### src/logic/sys_pkg.sv
`default_nettype none

package sys_pkg;

  // ************************************************************
  // widths and encodings
  // ************************************************************
  localparam int xlen = 64;

  localparam logic [6:0] opc_system = 7'b1110011;

  // funct3 under the system opcode
  localparam logic [2:0] f3_priv   = 3'b000;
  localparam logic [2:0] f3_csrrw  = 3'b001;
  localparam logic [2:0] f3_csrrs  = 3'b010;
  localparam logic [2:0] f3_csrrc  = 3'b011;
  localparam logic [2:0] f3_csrrwi = 3'b101;
  localparam logic [2:0] f3_csrrsi = 3'b110;
  localparam logic [2:0] f3_csrrci = 3'b111;

  // funct12 for privileged forms
  localparam logic [11:0] f12_ecall = 12'h000;
  localparam logic [11:0] f12_mret  = 12'h302;

  // machine-mode csr addresses
  localparam logic [11:0] csr_mstatus = 12'h300;
  localparam logic [11:0] csr_mtvec   = 12'h305;
  localparam logic [11:0] csr_mepc    = 12'h341;
  localparam logic [11:0] csr_mcause  = 12'h342;

  // environment call from m-mode
  localparam logic [63:0] cause_ecall_m = 64'd11;

  // ************************************************************
  // mstatus layout, reset and masks
  // ************************************************************
  // mpp = 2'b11, uxl and sxl = 2'b10
  localparam logic [63:0] mstatus_reset = 64'h0000_000A_0000_1800;
  localparam int          mstatus_mie   = 3;
  localparam int          mstatus_mpie  = 7;
  // only mie and mpie writable
  localparam logic [63:0] mstatus_wmask = 64'h0000_0000_0000_0088;
  // direct mode only, low two bits stay zero
  localparam logic [63:0] align_mask    = 64'hFFFF_FFFF_FFFF_FFFC;

  typedef enum logic [1:0] {
    op_rw  = 2'd0,
    op_set = 2'd1,
    op_clr = 2'd2
  } csr_op_e;

  // same word seen as csr form or privileged form
  typedef union packed {
    struct packed {
      logic [11:0] csr;
      logic [4:0]  rs1;
      logic [2:0]  funct3;
      logic [4:0]  rd;
      logic [6:0]  opcode;
    } csr_fmt;
    struct packed {
      logic [6:0] funct7;
      logic [4:0] rs2;
      logic [4:0] rs1;
      logic [2:0] funct3;
      logic [4:0] rd;
      logic [6:0] opcode;
    } priv_fmt;
  } sys_inst_u;

endpackage

`default_nettype wire

### src/logic/csr_op_if.sv
`timescale 1ns/1ps
`default_nettype none

interface csr_op_if;

  // at most one of these three per cycle
  logic                        csr_valid;
  logic                        ecall;
  logic                        mret;
  // csr operation payload
  sys_pkg::csr_op_e            op;
  logic [11:0]                 addr;
  // rs1_data or zero-extended zimm
  logic [sys_pkg::xlen-1:0]    src;
  // rs1 field is zero
  logic                        src_is_zero;

  // decoder side
  modport dec (
    output csr_valid, ecall, mret, op, addr, src, src_is_zero
  );

  // alu and csr file side
  modport csr (
    input csr_valid, ecall, mret, op, addr, src, src_is_zero
  );

endinterface

`default_nettype wire

### src/logic/sys_decode.sv
`timescale 1ns/1ps
`default_nettype none

module sys_decode (
  input  sys_pkg::sys_inst_u        inst,
  input  logic                      valid,
  input  logic [sys_pkg::xlen-1:0]  rs1_data,
  csr_op_if.dec                     op,
  output logic                      illegal,
  output logic                      rd_zero
);

  logic [11:0] funct12;
  logic [2:0]  funct3;
  logic        is_system;
  logic        addr_known;

  // funct12 is funct7 and rs2 of the privileged form
  assign funct12   = {inst.priv_fmt.funct7, inst.priv_fmt.rs2};
  assign funct3    = inst.csr_fmt.funct3;
  assign is_system = (inst.csr_fmt.opcode == sys_pkg::opc_system);

  // implemented csr set
  always_comb begin
    case (inst.csr_fmt.csr)
      sys_pkg::csr_mstatus,
      sys_pkg::csr_mtvec,
      sys_pkg::csr_mepc,
      sys_pkg::csr_mcause: addr_known = 1'b1;
      default:             addr_known = 1'b0;
    endcase
  end

  // ************************************************************
  // payload, no gating needed
  // ************************************************************
  assign op.addr        = inst.csr_fmt.csr;
  assign op.src_is_zero = (inst.csr_fmt.rs1 == 5'd0);
  // immediate forms have funct3[2] set
  assign op.src         = funct3[2] ? {{(sys_pkg::xlen-5){1'b0}}, inst.csr_fmt.rs1}
                                    : rs1_data;
  assign rd_zero        = (inst.csr_fmt.rd == 5'd0);

  // kind from low funct3 bits
  always_comb begin
    case (funct3[1:0])
      2'b10:   op.op = sys_pkg::op_set;
      2'b11:   op.op = sys_pkg::op_clr;
      default: op.op = sys_pkg::op_rw;
    endcase
  end

  // ************************************************************
  // control flags, all low when not valid
  // ************************************************************
  always_comb begin
    op.csr_valid = 1'b0;
    op.ecall     = 1'b0;
    op.mret      = 1'b0;
    illegal      = 1'b0;
    if (valid) begin
      if (!is_system) begin
        illegal = 1'b1;
      end else begin
        case (funct3)
          sys_pkg::f3_priv: begin
            // ecall or mret by funct12
            if (funct12 == sys_pkg::f12_ecall) begin
              op.ecall = 1'b1;
            end else if (funct12 == sys_pkg::f12_mret) begin
              op.mret = 1'b1;
            end else begin
              illegal = 1'b1;
            end
          end
          sys_pkg::f3_csrrw,  sys_pkg::f3_csrrs,  sys_pkg::f3_csrrc,
          sys_pkg::f3_csrrwi, sys_pkg::f3_csrrsi, sys_pkg::f3_csrrci: begin
            // unimplemented address traps as illegal
            if (addr_known) begin
              op.csr_valid = 1'b1;
            end else begin
              illegal = 1'b1;
            end
          end
          // 3'b100 reserved
          default: illegal = 1'b1;
        endcase
      end
    end
  end

endmodule

`default_nettype wire

### src/logic/csr_alu.sv
`timescale 1ns/1ps
`default_nettype none

module csr_alu (
  csr_op_if.csr                     op,
  input  logic [sys_pkg::xlen-1:0]  old_value,
  output logic [sys_pkg::xlen-1:0]  new_value,
  output logic                      do_write
);

  // ************************************************************
  // new value per operation kind
  // ************************************************************
  always_comb begin
    case (op.op)
      // set bits named by src
      sys_pkg::op_set: new_value = old_value | op.src;
      // clear bits named by src
      sys_pkg::op_clr: new_value = old_value & ~op.src;
      // plain replace
      default:         new_value = op.src;
    endcase
  end

  // set/clear with x0 or zimm 0 is a pure read
  always_comb begin
    if (!op.csr_valid) begin
      do_write = 1'b0;
    end else if (op.op == sys_pkg::op_rw) begin
      do_write = 1'b1;
    end else begin
      do_write = !op.src_is_zero;
    end
  end

endmodule

`default_nettype wire

### src/logic/csr_file.sv
`timescale 1ns/1ps
`default_nettype none

module csr_file (
  input  logic                      clk,
  input  logic                      rst_n,
  csr_op_if.csr                     op,
  input  logic [sys_pkg::xlen-1:0]  pc,
  input  logic [sys_pkg::xlen-1:0]  new_value,
  input  logic                      do_write,
  output logic [sys_pkg::xlen-1:0]  old_value,
  output logic                      redirect,
  output logic [sys_pkg::xlen-1:0]  redirect_pc,
  output logic [sys_pkg::xlen-1:0]  mstatus,
  output logic [sys_pkg::xlen-1:0]  mtvec,
  output logic [sys_pkg::xlen-1:0]  mepc,
  output logic [sys_pkg::xlen-1:0]  mcause
);

  logic wr_mstatus;
  logic wr_mtvec;
  logic wr_mepc;
  logic wr_mcause;

  // per-register write strobes
  assign wr_mstatus = do_write && (op.addr == sys_pkg::csr_mstatus);
  assign wr_mtvec   = do_write && (op.addr == sys_pkg::csr_mtvec);
  assign wr_mepc    = do_write && (op.addr == sys_pkg::csr_mepc);
  assign wr_mcause  = do_write && (op.addr == sys_pkg::csr_mcause);

  // ************************************************************
  // read select
  // ************************************************************
  always_comb begin
    case (op.addr)
      sys_pkg::csr_mstatus: old_value = mstatus;
      sys_pkg::csr_mtvec:   old_value = mtvec;
      sys_pkg::csr_mepc:    old_value = mepc;
      sys_pkg::csr_mcause:  old_value = mcause;
      default:              old_value = '0;
    endcase
  end

  // ************************************************************
  // mtvec, base address of the trap handler
  // ************************************************************
  always_ff @(posedge clk) begin
    if (rst_n) begin
      mtvec <= '0;
    end else if (wr_mtvec) begin
      mtvec <= new_value & sys_pkg::align_mask;
    end
  end

  // mepc, pc of the trapping instruction
  always_ff @(posedge clk) begin
    if (rst_n) begin
      mepc <= '0;
    end else if (op.ecall) begin
      mepc <= pc;
    end else if (wr_mepc) begin
      mepc <= new_value & sys_pkg::align_mask;
    end
  end

  // mcause, only ecall is raised here
  always_ff @(posedge clk) begin
    if (rst_n) begin
      mcause <= '0;
    end else if (op.ecall) begin
      mcause <= sys_pkg::cause_ecall_m;
    end else if (wr_mcause) begin
      mcause <= new_value;
    end
  end

  // ************************************************************
  // mstatus, mie/mpie stack
  // ************************************************************
  always_ff @(posedge clk) begin
    if (rst_n) begin
      mstatus <= sys_pkg::mstatus_reset;
    end else if (op.ecall) begin
      // push mie into mpie, disable
      mstatus[sys_pkg::mstatus_mpie] <= mstatus[sys_pkg::mstatus_mie];
      mstatus[sys_pkg::mstatus_mie]  <= 1'b0;
    end else if (op.mret) begin
      // pop mpie back into mie
      mstatus[sys_pkg::mstatus_mie]  <= mstatus[sys_pkg::mstatus_mpie];
      mstatus[sys_pkg::mstatus_mpie] <= 1'b1;
    end else if (wr_mstatus) begin
      // fixed fields keep their value
      mstatus <= (mstatus & ~sys_pkg::mstatus_wmask)
               | (new_value & sys_pkg::mstatus_wmask);
    end
  end

  // redirect target, ecall to mtvec and mret to mepc
  assign redirect = op.ecall || op.mret;

  always_comb begin
    if (op.ecall) begin
      redirect_pc = mtvec;
    end else if (op.mret) begin
      redirect_pc = mepc;
    end else begin
      redirect_pc = '0;
    end
  end

endmodule

`default_nettype wire

### src/logic/sys_unit_top.sv
`timescale 1ns/1ps
`default_nettype none

module sys_unit_top (
  input  logic                      clk,
  input  logic                      rst_n,
  input  logic                      valid,
  input  logic [31:0]               inst,
  input  logic [sys_pkg::xlen-1:0]  pc,
  input  logic [sys_pkg::xlen-1:0]  rs1_data,
  output logic [sys_pkg::xlen-1:0]  rd_data,
  output logic                      rd_wen,
  output logic                      redirect,
  output logic [sys_pkg::xlen-1:0]  redirect_pc,
  output logic                      illegal,
  // debug view for the difference checker
  output logic [sys_pkg::xlen-1:0]  mstatus,
  output logic [sys_pkg::xlen-1:0]  mtvec,
  output logic [sys_pkg::xlen-1:0]  mepc,
  output logic [sys_pkg::xlen-1:0]  mcause
);

  logic [sys_pkg::xlen-1:0] old_value;
  logic [sys_pkg::xlen-1:0] new_value;
  logic                     do_write;
  logic                     rd_zero;

  csr_op_if op_bus ();

  // ************************************************************
  // decode, modify, commit
  // ************************************************************
  sys_decode u_decode (
    .inst     (inst),
    .valid    (valid),
    .rs1_data (rs1_data),
    .op       (op_bus),
    .illegal  (illegal),
    .rd_zero  (rd_zero)
  );

  csr_alu u_alu (
    .op        (op_bus),
    .old_value (old_value),
    .new_value (new_value),
    .do_write  (do_write)
  );

  csr_file u_csr (
    .clk         (clk),
    .rst_n       (rst_n),
    .op          (op_bus),
    .pc          (pc),
    .new_value   (new_value),
    .do_write    (do_write),
    .old_value   (old_value),
    .redirect    (redirect),
    .redirect_pc (redirect_pc),
    .mstatus     (mstatus),
    .mtvec       (mtvec),
    .mepc        (mepc),
    .mcause      (mcause)
  );

  // old csr value goes to rd, x0 never written
  assign rd_data = old_value;
  assign rd_wen  = op_bus.csr_valid && !rd_zero;

endmodule

`default_nettype wire

### config.mk
export PLATFORM = sky130hd
export DESIGN_NAME = sys_unit_top
export DESIGN_NICKNAME = d
export VERILOG_FILES = /design/src/logic/sys_pkg.sv /design/src/logic/csr_op_if.sv /design/src/logic/sys_decode.sv /design/src/logic/csr_alu.sv /design/src/logic/csr_file.sv /design/src/logic/sys_unit_top.sv
export SDC_FILE = /design/constraint.sdc
export NUM_CORES = 1
export LEC_CHECK = 0
export BUFFER_PORTS_ARGS = -buffer_cell sky130_fd_sc_hd__buf_2
export CAP_MARGIN = 20
export CELL_PAD_IN_SITES_DETAIL_PLACEMENT = 1
export CELL_PAD_IN_SITES_GLOBAL_PLACEMENT = 2
export CORE_MARGIN = 10
export CORE_UTILIZATION = 25
export DETAILED_ROUTE_END_ITERATION = 7
export PLACE_DENSITY_LB_ADDON = 0.25
export SKIP_CTS_REPAIR_TIMING = 1
export SLEW_MARGIN = 25
export SYNTH_ARGS = -nofsm -noshare
export SYNTH_HDL_FRONTEND = slang
export SYNTH_HIERARCHICAL = 1
export SYNTH_SLANG_ARGS = --single-unit
### constraint.sdc
create_clock -name clk -period 3.35 [get_ports clk]
set_clock_uncertainty 0.2 [all_clocks]
set_input_delay 0.335 -clock clk [delete_from_list [all_inputs] [get_ports clk]]
set_output_delay 0.335 -clock clk [all_outputs]
set_load 0.005 [all_outputs]
==> out/metrics.cfg <==
[status]
status = complete, but fails checks
violations = hold timing

[clock_network]
cts_tree = yes
clock_sinks = 192
clk_pin_slew_worst_paths_ns = 0.08
cts.htree.levels = 4
clk_latency_ns = 0.47
cts_buffers = 17
clk_root_buffer_cell = clkbuf_16
ctsLongestPathBuffers = 2

[detailed_routing]
routed_wl_mm = 71.0
drc_errors = 0
viasPerCell = 5.09
wire_per_inst_um = 24.5
dr.pass1.iters = 5
drtIter0Drc = 766
vias = 14748
detail-route-antenna-nets = 0

[place]
dp_hpwl_mm = 49.9
post_dp_cell_area_um2 = 15600
gp_congestion = 0.781
port_buffers = 485

[sta]
max_freq_mhz = 342
rsz0062_at_grt = false
setup_tns_ns = 0
timing.final.crit_share = 0.873
finalHoldViolations = 5
timing.hold.ws_ns = -0.0204
fin_crit_ns = 2.93
tightest_slew_ns = 0.716
slew_viol_final = 0
setup_violations = 0
slew_headroom = 0.522

[critical_path]
crit_family = simple AND/OR/NAND/NOR gates
crit_type = in2out
crit_required_ns = 2.81
endpoint_kind = output port
cp-start-kind = input port
crit_path_max_fanout = 27
critical_path_arrival_ns = 2.39
cpPeakStageDelay_ns = 0.33
worst-path-buf-inv = 3
critPathMostFrequentCell = buf_2
critPathSlowestCell = and2_4
path_cells = buf_2, nor4b_2, and4b_1, and4_1, and2_4, buf_12, nand2_1, o21ai_0, buf_2

[pwr]
vdd_drop_max_uv = 298
p_total_uw = 5290
p_seq_frac = 0.431
p_leak_uw = 0.00684
netSwitchingFraction = 0.276
power.switching_uw = 1460
p_per_area_nw_per_um2 = 315
p_comb_frac = 0.129
p_int_uw = 3830
pwr-share-clk = 0.440

[logic_synthesis]
yosys_most_used_dff = dfxtp_1
yosys-top-cells-area = dfxtp_1, nand2_1, a21oi_1
synth_most_common_cell = nand2_1
synth_edf_count = 0
yosys_register_bits = 192
syn_inst = 1779
synth_top_area_cell = dfxtp_1
avgSynthCellArea_um2 = 7.19
async_flop_share = 0
syn_area_um2 = 12800
synth_common_cells = nand2_1, a21oi_1, dfxtp_1, nor2_1, clkbuf_1
synth_seq_area_share = 0.301
ys_warn_count = 6
yosysTopAreaCellShare = 0.301
synth.distinct_cells = 58

[final_layout]
syn_to_final_growth_pct = 31.4
layout-drive-gt1-share = 0.315
fill_cells = 6332
utilization = 0.334
fin_area_um2 = 16800
final_net_count = 2375

[hold_path]
hold_path.class = in2reg

[global_route]
antenna_found_initial = 5
grt-ovfl-total = 0
grt_use_total = 0.221
first_global_vias = 14865
grt_max_degree = 83
grt_pass1_wl_mm = 102

[die]
fp.dieH_um = 246
die_w_um = 246
row_count = 82
io_pins = 550
core_um2 = 50400
start_util = 0.254
die_area_um2 = 60600

[run]
drv_cap = 0

flip-flops by register name (all words and copies together) (netlist names):
register	cells
u_csr/mcause	64
u_csr/mepc	64
u_csr/mstatus	2
u_csr/mtvec	62
routing by layer:
| metal | GRT usage | share of wire | up-vias |
|---|---|---|---|
| li1 | - | - | 6852 |
| met1 | 0.272 | 0.43 | 7384 |
| met2 | 0.381 | 0.49 | 443 |
| met3 | 0.0528 | 0.063 | 63 |
| met4 | 0.0537 | 0.018 | 6 |
| met5 | 0 | 0.00042 | - |
power by group through the flow:
stage | clock network, uW | registers [uW] | logic, uW
finish | 2320 | 2280 | 683
global route | 2490 | 2280 | 737
CTS | 2390 | 2280 | 626
detailed placement | 0 | 2330 | 624
global placement | 0 | 2330 | 616
floorplan | 0 | 2330 | 451
cells by family after synthesis:
family	Yosys count	synth area share
other	2	0.000587
xor gates and xnor gates	1	0.000685
AOI/OAI and AO/OA	521	0.289
buffers and inverters	248	0.112
DFF	192	0.301
adders and majority gates	3	0.00294
and+or+nand+nor	805	0.288
muxes	7	0.00597
metrics by stage:
stage	setup slack, ns	std cells	hold WS (ns)
floorplan	0.820	1841	0.266
global placement	0.255	2811	0.259
detailed placement	0.156	2811	0.271
CTS	0.404	2842	-0.115
global route	0.288	2895	0.00168
finish	0.425	2896	-0.0204
final cells by class:
| class | count | area, um2 | share of cell area |
|---|---|---|---|
| Timing Repair Buffer | 590 | 3630 | 0.216 |
| Sequential cell | 192 | 3840 | 0.229 |
| Clock inverter | 12 | 180 | 0.0107 |
| Inverter | 7 | 27.5 | 0.00164 |
| Clock buffer | 19 | 453 | 0.0270 |
| Multi-Input combinational cell | 1401 | 7820 | 0.465 |
| Antenna cell | 3 | 7.51 | 0.000447 |
| Tap cell | 672 | 841 | 0.0500 |
worst register-to-register path: stages, from the launching register on:
cell	delay, ns
dfxtp_1	0.47
nand3_1	0.11
nor2_1	0.11
a221o_1	0.14
a21oi_1	0.07
a21oi_1	0.35
nor3_1	0.13
a211oi_2	0.19
layout by cell type (no fill, tap or decap), types with 63 or more instances in the layout:
cell type,Yosys,routed
o21bai_1,63,63
nor3_1,65,65
buf_2,48,483
a21oi_1,196,196
nand2_1,387,386
dfxtp_1,192,192
nand3_1,64,64
conb_1,2,64
nand2b_1,66,66
nor2_1,125,125
final timing paths:
path / from / end / slack, ns / depth (start not counted)
max: inst[23] / redirect_pc[20] / 0.42 / 9
min: pc[63] / u_csr/mepc[63] / -0.02 / 3
max reg2reg: u_csr/mtvec[63] / u_csr/mepc[63] / 1.51 / 7
min reg2reg: u_csr/mcause[63] / u_csr/mcause[63] / 0.28 / 2
Note: power is estimated with default switching activity, not from simulation.
